==> config.mk <==
export PLATFORM = sky130hd
export DESIGN_NAME = csb_top
export DESIGN_NICKNAME = d
export VERILOG_FILES = /design/src/common/csb_pkg.sv /design/src/common/cmd_desc_if.sv /design/src/csb/cmd_fifo.sv /design/src/csb/cmd_parser.sv /design/src/csb/csb_sequencer.sv /design/src/csb/dma_port_ctrl.sv /design/src/hdl/csb_regs.sv /design/src/hdl/csb_top.sv
export SDC_FILE = /design/constraint.sdc
export NUM_CORES = 2
export LEC_CHECK = 0
export BUFFER_PORTS_ARGS = -buffer_cell sky130_fd_sc_hd__buf_2
export CORE_MARGIN = 5
export CORE_UTILIZATION = 40
export DETAILED_ROUTE_END_ITERATION = 8
export GPL_TIMING_DRIVEN = 0
export HOLD_SLACK_MARGIN = 0.1
export PLACE_DENSITY = 0.58
export SLEW_MARGIN = 5
export SYNTH_ARGS = -nofsm -noshare
export SYNTH_HDL_FRONTEND = slang
export SYNTH_SLANG_ARGS = --single-unit
export TNS_END_PERCENT = 20
==> constraint.sdc <==
create_clock -name clk -period 12 [get_ports clk]
set_clock_uncertainty 0.2 [all_clocks]
set_input_delay 1.8 -clock clk [delete_from_list [all_inputs] [get_ports clk]]
set_output_delay 1.8 -clock clk [all_outputs]
set_load 0.02 [all_outputs]
==> src/common/csb_pkg.sv <==
package csb_pkg;

    // Command layout, one layer command is six FIFO words
    localparam int CMD_WORDS = 6;
    localparam int CMD_W     = 32;
    localparam int CMD_CNT_W = $clog2(CMD_WORDS);  // Word counter width in the parser

    // Word positions inside a command
    localparam int W_OPCFG  = 0;  // op_type, padding, stride_1, stride_2
    localparam int W_CHAN   = 1;  // Input / output channel sizes
    localparam int W_KERN   = 2;  // Kernel sizes and op_num
    localparam int W_WADDR  = 3;  // Weight start address
    localparam int W_DADDR  = 4;  // Data start address
    localparam int W_WBADDR = 5;  // Write-back address, last word

    // Command FIFO
    localparam int FIFO_DEPTH = 32;
    localparam int FIFO_AW    = $clog2(FIFO_DEPTH);

    // Channel progress and command count
    localparam int CNT_W   = 16;
    localparam int CH_STEP = 16;  // Output channels per engine valid

    // Register map
    localparam logic [1:0] REG_CTRL      = 2'd0;  // bit0 start, bit1 irq clear
    localparam logic [1:0] REG_CMD_COUNT = 2'd1;

    typedef enum logic [2:0] {
        OP_IDLE         = 3'd0,
        OP_CONV1X1      = 3'd1,
        OP_CONV3X3      = 3'd2,
        OP_CONV3X3_1X1  = 3'd3,  // 3x3 with padding, then 1x1
        OP_MAXPOOL3X3   = 3'd4,
        OP_AVEPOOL13X13 = 3'd5
    } op_type_e;

    typedef enum logic [2:0] {
        S_IDLE    = 3'd0,
        S_COLLECT = 3'd1,  // Parser pulling words
        S_ISSUE   = 3'd2,
        S_WAIT_OP = 3'd3,  // Counting engine valids
        S_FINISH  = 3'd4
    } csb_state_e;

endpackage

==> src/common/cmd_desc_if.sv <==
`timescale 1ns/1ps

interface cmd_desc_if;
    import csb_pkg::*;

    logic             desc_valid;  // One cycle, fields stable from here
    op_type_e         op_type;
    logic             padding;
    logic [7:0]       stride_1;    // Line size
    logic [15:0]      stride_2;    // Surface size
    logic [15:0]      i_channel_size;
    logic [15:0]      o_channel_size;
    logic [7:0]       i_kernel_size;
    logic [7:0]       o_kernel_size;
    logic [15:0]      op_num;
    logic [CMD_W-1:0] weight_addr;
    logic [CMD_W-1:0] data_addr;
    logic [CMD_W-1:0] wb_addr;

    modport source (output desc_valid, op_type, padding, stride_1, stride_2, i_channel_size,
                    o_channel_size, i_kernel_size, o_kernel_size, op_num, weight_addr,
                    data_addr, wb_addr);
    modport sink (input desc_valid, op_type, padding, stride_1, stride_2, i_channel_size,
                  o_channel_size, i_kernel_size, o_kernel_size, op_num, weight_addr,
                  data_addr, wb_addr);
    modport mon (input op_type);  // Port controller only needs the op

endinterface

==> src/csb/cmd_fifo.sv <==
`timescale 1ns/1ps

module cmd_fifo (
    input  logic                      clk,
    input  logic                      rst_n,
    input  logic                      i_wr,
    input  logic [csb_pkg::CMD_W-1:0] i_wdata,
    input  logic                      i_rd,
    output logic [csb_pkg::CMD_W-1:0] o_rdata,
    output logic                      o_empty,
    output logic                      o_full
);
    import csb_pkg::*;

    logic [CMD_W-1:0]   mem [FIFO_DEPTH];
    logic [FIFO_AW-1:0] wr_ptr;
    logic [FIFO_AW-1:0] rd_ptr;
    logic [FIFO_AW:0]   count;   // Occupancy, one extra bit for full
    logic               do_wr;
    logic               do_rd;

    assign o_full  = count == (FIFO_AW+1)'(FIFO_DEPTH);
    assign o_empty = count == '0;
    assign do_wr   = i_wr & ~o_full;  // Host writes to a full FIFO are lost
    assign do_rd   = i_rd & ~o_empty;
    assign o_rdata = mem[rd_ptr];     // Head word always visible

    always_ff @(posedge clk) begin
        if (do_wr) mem[wr_ptr] <= i_wdata;
    end

    always_ff @(posedge clk or negedge rst_n) begin
        if (!rst_n) begin
            wr_ptr <= '0;
            rd_ptr <= '0;
            count  <= '0;
        end else begin
            if (do_wr) wr_ptr <= wr_ptr + 1'b1;  // Power-of-two depth, wraps by itself
            if (do_rd) rd_ptr <= rd_ptr + 1'b1;
            case ({do_wr, do_rd})
                2'b10:   count <= count + 1'b1;
                2'b01:   count <= count - 1'b1;
                default: ;  // Both or neither
            endcase
        end
    end

endmodule

==> src/csb/cmd_parser.sv <==
`timescale 1ns/1ps

module cmd_parser (
    input  logic                      clk,
    input  logic                      rst_n,
    input  logic                      i_collect,
    input  logic [csb_pkg::CMD_W-1:0] i_fifo_rdata,
    input  logic                      i_fifo_empty,
    output logic                      o_fifo_rd,
    cmd_desc_if.source                desc
);
    import csb_pkg::*;

    logic [CMD_CNT_W-1:0] word_cnt;                  // Position inside the command
    logic [CMD_W-1:0]     stage_q [CMD_WORDS-1];     // First five words, held until commit
    logic                 last_word;

    // No pop in the desc_valid cycle, the sequencer drops collect on that edge
    assign o_fifo_rd = i_collect & ~i_fifo_empty & ~desc.desc_valid;
    assign last_word = word_cnt == CMD_CNT_W'(CMD_WORDS - 1);

    always_ff @(posedge clk) begin
        if (o_fifo_rd && !last_word) stage_q[word_cnt] <= i_fifo_rdata;
    end

    always_ff @(posedge clk or negedge rst_n) begin
        if (!rst_n) begin
            word_cnt            <= '0;
            desc.desc_valid     <= 1'b0;
            desc.op_type        <= OP_IDLE;
            desc.padding        <= 1'b0;
            desc.stride_1       <= '0;
            desc.stride_2       <= '0;
            desc.i_channel_size <= '0;
            desc.o_channel_size <= '0;
            desc.i_kernel_size  <= '0;
            desc.o_kernel_size  <= '0;
            desc.op_num         <= '0;
            desc.weight_addr    <= '0;
            desc.data_addr      <= '0;
            desc.wb_addr        <= '0;
        end else begin
            desc.desc_valid <= o_fifo_rd & last_word;
            if (o_fifo_rd) begin
                word_cnt <= last_word ? '0 : word_cnt + 1'b1;
                if (last_word) begin  // Commit the whole descriptor at once
                    desc.op_type        <= op_type_e'(stage_q[W_OPCFG][2:0]);
                    desc.padding        <= stage_q[W_OPCFG][3];
                    desc.stride_1       <= stage_q[W_OPCFG][15:8];
                    desc.stride_2       <= stage_q[W_OPCFG][31:16];
                    desc.i_channel_size <= stage_q[W_CHAN][15:0];
                    desc.o_channel_size <= stage_q[W_CHAN][31:16];
                    desc.i_kernel_size  <= stage_q[W_KERN][7:0];
                    desc.o_kernel_size  <= stage_q[W_KERN][15:8];
                    desc.op_num         <= stage_q[W_KERN][31:16];
                    desc.weight_addr    <= stage_q[W_WADDR];
                    desc.data_addr      <= stage_q[W_DADDR];
                    desc.wb_addr        <= i_fifo_rdata;  // Sixth word straight from FIFO
                end
            end
        end
    end

endmodule

==> src/csb/csb_sequencer.sv <==
`timescale 1ns/1ps

module csb_sequencer (
    input  logic                      clk,
    input  logic                      rst_n,
    input  logic                      i_start,
    input  logic                      i_irq_clr,
    input  logic [csb_pkg::CNT_W-1:0] i_cmd_count,
    output logic                      o_collect,
    cmd_desc_if.sink                  desc,
    input  logic                      i_conv_valid,
    input  logic                      i_maxpool_valid,
    input  logic                      i_avepool_valid,
    output logic                      o_conv_ready,
    output logic                      o_maxpool_ready,
    output logic                      o_avepool_ready,
    output logic                      o_op_start,
    output logic                      o_op_done,
    output logic                      o_op_run,
    output logic                      o_irq
);
    import csb_pkg::*;

    csb_state_e       state;
    logic [CNT_W-1:0] cmd_done;    // Commands executed in this batch
    logic [CNT_W:0]   prog;        // Output channels done, extra bit against wrap
    logic [CNT_W:0]   prog_next;
    logic             sel_conv;
    logic             sel_max;
    logic             sel_ave;
    logic             op_known;
    logic             eng_valid;   // Valid from the engine that is ready
    logic             ch_done;
    logic             cmd_step;    // Current command finished or skipped
    logic             last_cmd;

    assign sel_conv  = desc.op_type inside {OP_CONV1X1, OP_CONV3X3, OP_CONV3X3_1X1};
    assign sel_max   = desc.op_type == OP_MAXPOOL3X3;
    assign sel_ave   = desc.op_type == OP_AVEPOOL13X13;
    assign op_known  = sel_conv | sel_max | sel_ave;  // 0, 6, 7 are skipped
    assign eng_valid = (o_conv_ready & i_conv_valid) | (o_maxpool_ready & i_maxpool_valid)
                     | (o_avepool_ready & i_avepool_valid);
    assign prog_next = prog + (CNT_W+1)'(CH_STEP);
    assign ch_done   = prog_next >= {1'b0, desc.o_channel_size};  // Reach or pass
    assign cmd_step  = (state == S_ISSUE && !op_known)
                     | (state == S_WAIT_OP && eng_valid && ch_done);
    assign last_cmd  = (cmd_done + 1'b1) >= i_cmd_count;
    assign o_collect = state == S_COLLECT;

    always_ff @(posedge clk or negedge rst_n) begin
        if (!rst_n) begin
            state           <= S_IDLE;
            cmd_done        <= '0;
            prog            <= '0;
            o_conv_ready    <= 1'b0;
            o_maxpool_ready <= 1'b0;
            o_avepool_ready <= 1'b0;
            o_op_start      <= 1'b0;
            o_op_done       <= 1'b0;
            o_op_run        <= 1'b0;
            o_irq           <= 1'b0;
        end else begin
            o_op_start <= 1'b0;  // Pulses by default low
            o_op_done  <= 1'b0;
            case (state)
                S_IDLE: if (i_start) begin
                    cmd_done <= '0;
                    o_op_run <= 1'b1;
                    state    <= S_COLLECT;
                end
                S_COLLECT: if (desc.desc_valid) state <= S_ISSUE;
                S_ISSUE: begin
                    prog <= '0;
                    if (op_known) begin
                        o_conv_ready    <= sel_conv;
                        o_maxpool_ready <= sel_max;
                        o_avepool_ready <= sel_ave;
                        o_op_start      <= 1'b1;
                        state           <= S_WAIT_OP;
                    end
                end
                S_WAIT_OP: if (eng_valid) begin
                    prog <= prog_next;
                    if (ch_done) begin  // Drop ready with op_done
                        o_conv_ready    <= 1'b0;
                        o_maxpool_ready <= 1'b0;
                        o_avepool_ready <= 1'b0;
                        o_op_done       <= 1'b1;
                    end
                end
                S_FINISH: if (i_irq_clr) state <= S_IDLE;
                default: state <= S_IDLE;
            endcase
            if (cmd_step) begin  // Next-command decision
                cmd_done <= cmd_done + 1'b1;
                state    <= last_cmd ? S_FINISH : S_COLLECT;
            end
            if (cmd_step && last_cmd) begin
                o_irq    <= 1'b1;  // Held until cleared
                o_op_run <= 1'b0;
            end else if (i_irq_clr) begin
                o_irq <= 1'b0;
            end
        end
    end

endmodule

==> src/csb/dma_port_ctrl.sv <==
`timescale 1ns/1ps

module dma_port_ctrl (
    input  logic    clk,
    input  logic    rst_n,
    cmd_desc_if.mon desc,
    input  logic    i_op_start,
    input  logic    i_op_done,
    output logic    o_p0_rd_en,
    output logic    o_p1_rd_en,
    output logic    o_p2_rd_en,
    output logic    o_p3_rd_en
);
    import csb_pkg::*;

    logic [3:0] rd_en;  // One bit per port, bit n is port n

    always_ff @(posedge clk or negedge rst_n) begin
        if (!rst_n) begin
            rd_en <= '0;
        end else if (i_op_done) begin
            rd_en <= '0;  // All ports off once the op ends
        end else if (i_op_start) begin
            case (desc.op_type)
                OP_CONV1X1:     rd_en <= 4'b1100;  // Ports 2 and 3
                OP_CONV3X3,
                OP_MAXPOOL3X3,
                OP_AVEPOOL13X13: rd_en <= 4'b0011;  // Ports 0 and 1
                OP_CONV3X3_1X1: rd_en <= 4'b1111;  // Both conv stages
                default:        rd_en <= '0;
            endcase
        end
    end

    assign o_p0_rd_en = rd_en[0];
    assign o_p1_rd_en = rd_en[1];
    assign o_p2_rd_en = rd_en[2];
    assign o_p3_rd_en = rd_en[3];

endmodule

==> src/hdl/csb_regs.sv <==
`timescale 1ns/1ps

module csb_regs (
    input  logic                      clk,
    input  logic                      rst_n,
    input  logic                      i_reg_we,
    input  logic [1:0]                i_reg_addr,
    input  logic [15:0]               i_reg_wdata,
    output logic                      o_start,
    output logic                      o_irq_clr,
    output logic [csb_pkg::CNT_W-1:0] o_cmd_count
);
    import csb_pkg::*;

    always_ff @(posedge clk or negedge rst_n) begin
        if (!rst_n) begin
            o_start     <= 1'b0;
            o_irq_clr   <= 1'b0;
            o_cmd_count <= '0;
        end else begin
            o_start   <= 1'b0;  // Control bits self-clear
            o_irq_clr <= 1'b0;
            if (i_reg_we) begin
                case (i_reg_addr)
                    REG_CTRL: begin
                        o_start   <= i_reg_wdata[0];
                        o_irq_clr <= i_reg_wdata[1];
                    end
                    REG_CMD_COUNT: o_cmd_count <= i_reg_wdata;  // Commands per batch
                    default: ;  // Unmapped, ignored
                endcase
            end
        end
    end

endmodule

==> src/hdl/csb_top.sv <==
`timescale 1ns/1ps

module csb_top (
    input  logic                      clk,
    input  logic                      rst_n,
    input  logic                      i_reg_we,
    input  logic [1:0]                i_reg_addr,
    input  logic [15:0]               i_reg_wdata,
    input  logic                      i_cmd_wr,
    input  logic [csb_pkg::CMD_W-1:0] i_cmd_wdata,
    output logic                      o_cmd_full,
    input  logic                      i_conv_valid,
    input  logic                      i_maxpool_valid,
    input  logic                      i_avepool_valid,
    output logic                      o_conv_ready,
    output logic                      o_maxpool_ready,
    output logic                      o_avepool_ready,
    output csb_pkg::op_type_e         o_op_type,
    output logic [15:0]               o_op_num,
    output logic [csb_pkg::CMD_W-1:0] o_weight_addr,
    output logic [csb_pkg::CMD_W-1:0] o_data_addr,
    output logic [csb_pkg::CMD_W-1:0] o_wb_addr,
    output logic                      o_op_run,
    output logic                      o_p0_rd_en,
    output logic                      o_p1_rd_en,
    output logic                      o_p2_rd_en,
    output logic                      o_p3_rd_en,
    output logic                      o_irq
);
    import csb_pkg::*;

    logic             start;
    logic             irq_clr;
    logic [CNT_W-1:0] cmd_count;
    logic [CMD_W-1:0] fifo_rdata;
    logic             fifo_empty;
    logic             fifo_rd;
    logic             collect;
    logic             op_start;
    logic             op_done;

    cmd_desc_if desc_if ();  // Parser to sequencer and port control

    csb_regs csb_regs_i (.clk, .rst_n, .i_reg_we, .i_reg_addr, .i_reg_wdata,
                         .o_start(start), .o_irq_clr(irq_clr), .o_cmd_count(cmd_count));

    cmd_fifo cmd_fifo_i (.clk, .rst_n, .i_wr(i_cmd_wr), .i_wdata(i_cmd_wdata), .i_rd(fifo_rd),
                         .o_rdata(fifo_rdata), .o_empty(fifo_empty), .o_full(o_cmd_full));

    cmd_parser cmd_parser_i (.clk, .rst_n, .i_collect(collect), .i_fifo_rdata(fifo_rdata),
                             .i_fifo_empty(fifo_empty), .o_fifo_rd(fifo_rd), .desc(desc_if));

    csb_sequencer csb_sequencer_i (
        .clk, .rst_n, .i_start(start), .i_irq_clr(irq_clr), .i_cmd_count(cmd_count),
        .o_collect(collect), .desc(desc_if), .i_conv_valid, .i_maxpool_valid,
        .i_avepool_valid, .o_conv_ready, .o_maxpool_ready, .o_avepool_ready,
        .o_op_start(op_start), .o_op_done(op_done), .o_op_run, .o_irq);

    dma_port_ctrl dma_port_ctrl_i (.clk, .rst_n, .desc(desc_if), .i_op_start(op_start),
                                   .i_op_done(op_done), .o_p0_rd_en, .o_p1_rd_en,
                                   .o_p2_rd_en, .o_p3_rd_en);

    // Decoded fields of the current command
    assign o_op_type     = desc_if.op_type;
    assign o_op_num      = desc_if.op_num;
    assign o_weight_addr = desc_if.weight_addr;
    assign o_data_addr   = desc_if.data_addr;
    assign o_wb_addr     = desc_if.wb_addr;

endmodule

==> metrics.md <==
| Metric | Value |
|---|---|
| Status | finished clean |
| Largest net degree at the start of global routing | 112 |
| Max-cap viol count | 0 |
| Synth-to-Final Area Change | 17.3% |
| Num rows | 131 |
| Yosys Warn Count | 0 |
| P_leak | 0.0209 uW |
| Yosys top cell area share | 65.3% |
| DRT iter0 DRCs | 2,137 |
| GRT overflow | 0 |
| Max Buffers Root-to-Sink | 3 |
| Synthesized net count | 2,595 |
| Hold path cells | 1 |
| Drt total wl | 123 mm |
| Sequential fraction of the synthesis area | 75.5% |
| Worst R2R Path Depth | 9 |
| Reg2reg setup slack | 7.76 ns |
| First-pass GRT wire length | 182 mm |
| Ys flop type | edfxtp_1 |
| Post-synth EDFFs | 1,123 |
| Kind of critical path | register to register |
| Synthesized area per cell | 20.7 sq um |
| Layout cells sized above 1 | 30.5% |
| Worst R2R End | cmd_parser_i.stage_q[3][8] |
| Initial cell density of the core | 40.4% |
| Crit path from | csb_sequencer_i.state[2] |
| Fmax | 236 MHz |
| Final min period | 4.24 ns |
| Async set-reset flop share out of synthesis | 15.8% |
| Via count | 25,400 |
| Worst Max-Slew Pin Slew | 1.31 ns |
| # port buffers | 181 |
| CP dominant cell by count | buf_4 |
| Post-synthesis compound-gate area fraction | 2.23% |
| CTS tree | done |
| Synth top area cells | edfxtp_1, mux4_2, dfrtp_1 |
| Synth Register Bits | 1,333 |
| Setup TNS | 0 ns |
| Max Slew Vio Count | 0 |
| Die area | 136,000 sq um |
| Crit path capture | cmd_parser_i.stage_q[3][8] |
| Routed Antenna Nets | 0 |
| CTS Root Cell | clkbuf_16 |
| Chip width | 369 um |
| Cell taking the most area after synthesis | edfxtp_1 |
| Min Hold Slack | 0.243 ns |
| Unique cell type count in the Yosys netlist | 63 |
| Slowest cell on crit path | nor3b_2 |
| DRC violations left | 0 |
| Crit start category | register |
| Crit-path max cell delay | 0.83 ns |
| Post-Synth Adder-Cell Area | 1.01% |
| CTS Buf Count | 141 |
| Cell chain of the critical path | clkbuf_1, nor4_2, o21ai_2, inv_2, nand2_1, nor3b_2, buf_4, buf_4, buf_4 |
| Fill count | 10,500 |
| Core Util, Final | 47.4% |
| Max VDD drop | 0.136 mV |
| Critical-path maximum fanout | 12 |
| Dpl hpwl | 84.4 mm |
| Final net count | 2,975 |
| Final hold viol count | 0 |
| Vias in the first global route | 27,200 |
| CP endpoint kind | register |
| Hold bufs inserted after CTS | 0 |
| Period utilization | 35.3% |
| Unrepaired setup endpoints after global routing | no |
| Commonest non-fill, non-tap cell in the layout | edfxtp_1 |
| # IOs | 182 |
| Fraction of synthesized cell area in xor and xnor cells | 0.645% |
| Most frequent cells in the layout | edfxtp_1, mux4_2, dfrtp_1, buf_2, clkbuf_16 |
| Final Setup Violations | 0 |
| GRT Total Usage | 18.1% |
| TritonCTS sink count | 1,333 |
| Crit path DAT | 4.49 ns |
| Post-synthesis simple-gate area fraction | 2.03% |
| GPL Wtd Cong | 0.821 |
| Worst skew pair latency | 0.75 ns |
| Largest family of logic cells by synthesized area | multiplexers |
| Router iterations before antenna repair | 5 |
| Via/cell ratio | 5.46 |
| Slew headroom | 12.7% |
| WL/cell | 26.4 um |
| Hold crit path type | register to register |
| Initial antenna violation count | 10 |
| Syn Std Cell Area | 51,600 sq um |
| Worst endpoint required time | 12.25 ns |
| Post CTS Setup Buffer Count | 0 |
| Clock slew at the register clock pins of the worst setup and hold paths | 0.06 ns |
| Area of the core | 128,000 sq um |
| Depth of the CTS H-tree | 4 |
| Height of the die | 369 um |
| Multiplexer share of the synthesized area | 17.0% |
| Pwr/cell area | 245 nW/um^2 |
| Post-CTS sizing | 0 |
| Post-synthesis cell count | 2,497 |
| R2R Path Start | csb_sequencer_i.state[2] |
## flip-flops by register name, indices dropped and copies added, names as in the netlist, 2 cells and up
signal                            flops
cmd_parser_i.desc.op_type             3
cmd_fifo_i.mem                     1024
cmd_parser_i.desc.o_channel_size     16
cmd_fifo_i.rd_ptr                     5
cmd_parser_i.desc.op_num             16
cmd_fifo_i.wr_ptr                     5
cmd_parser_i.stage_q                 99
csb_sequencer_i.state                 3
csb_regs_i.o_cmd_count               16
cmd_parser_i.desc.weight_addr        32
cmd_parser_i.desc.wb_addr            32
cmd_parser_i.desc.data_addr          32
csb_sequencer_i.prog                 13
csb_sequencer_i.cmd_done             16
dma_port_ctrl_i.rd_en                 2
cmd_fifo_i.count                      6
cmd_parser_i.word_cnt                 3
## through the flow
stage                     std cells  instance area (sq um)  setup WS [ns]  power (uW)
after floorplan                2497                  51600           7.52        8820
after global placement         4340                  54600           4.31       10400
after detailed placement       4394                  55900           7.05       10700
after CTS                      4649                  60500           7.57       15000
after global routing           4651                  60600           7.47       15500
final                          4657                  60600           7.76       14800
## final cells by class
class                           count  area [sq um]  share of cell area (%)
Timing Repair Buffer              237          1980                    3.27
Buffer                            123           649                    1.07
Antenna cell                        6          15.0                  0.0248
Clock inverter                     71           846                    1.40
Clock buffer                      184          3750                    6.19
Multi-Input combinational cell    992         12100                    20.0
Tap cell                         1662          2080                    3.43
Sequential cell                  1333         39000                    64.3
Inverter                           49           184                   0.304
## power by group
group          total [uW]  internal [uW]  switching (uW)  leakage (uW)
registers            6020           5750             266        0.0127
clock network        4300           2490            1810       0.00223
logic                4520           1810            2700       0.00590
total               14800          10100            4780        0.0209
## critical path, delay by kind of cell (launching register included)
| kind | cells | cell delay, ns |
|---|---|---|
| AO/OA/AOI/OAI | 1 | 0.34 |
| flip-flops | 1 | 0.36 |
| buffers and inverters | 5 | 1.28 |
| AND/OR/NAND/NOR | 3 | 1.73 |
## cell usage after synthesis, types with 3 or more instances
| master | count |
|---|---|
| mux4_2 | 256 |
| nor3_1 | 12 |
| nand3b_1 | 6 |
| nand4_1 | 8 |
| o21ai_0 | 17 |
| nand2_1 | 64 |
| a31oi_1 | 6 |
| edfxtp_1 | 1123 |
| nor4_1 | 8 |
| xnor2_1 | 23 |
| nand2b_1 | 5 |
| o21ai_1 | 19 |
| buf_4 | 39 |
| inv_1 | 47 |
| a21o_1 | 18 |
| mux2_1 | 92 |
| o22ai_1 | 35 |
| nor3b_1 | 3 |
| mux2i_1 | 70 |
| xor2_1 | 15 |
| nand3_1 | 28 |
| ha_1 | 40 |
| mux2_2 | 111 |
| buf_2 | 21 |
| buf_1 | 5 |
| dfrtp_1 | 210 |
| clkbuf_1 | 56 |
| and3_1 | 7 |
| a211oi_1 | 4 |
| o31ai_1 | 5 |
| nor2_1 | 54 |
| a221oi_1 | 32 |
| a21oi_1 | 17 |
## metal layers
| metal | vias to the layer above | wire (um) | track usage (%) |
|---|---|---|---|
| li1 | 11000 | - | - |
| met1 | 13500 | 50500 | 23.5 |
| met2 | 726 | 62100 | 30.9 |
| met3 | 180 | 7570 | 4.02 |
| met4 | 4 | 2800 | 5.01 |
| met5 | - | 27 | 0.499 |
## kinds of logic after synthesis
family	count (synthesis)
compound gates	169
xor+xnor	38
fa+ha+maj	41
buf+inv	172
flops	1333
mux	529
simple gates	215
## worst min path at each step
stage	from	slack (ns)	to
after floorplan	csb_sequencer_i.o_op_done	0.20	dma_port_ctrl_i.rd_en[2]
after global placement	csb_sequencer_i.o_op_done	0.22	dma_port_ctrl_i.rd_en[2]
after detailed placement	csb_sequencer_i.o_op_done	0.23	dma_port_ctrl_i.rd_en[1]
after CTS	csb_sequencer_i.o_op_done	0.24	dma_port_ctrl_i.rd_en[1]
after global routing	csb_sequencer_i.o_op_done	0.26	dma_port_ctrl_i.rd_en[2]
final	csb_sequencer_i.o_op_done	0.24	dma_port_ctrl_i.rd_en[1]
(Power assumes the default switching activity.)
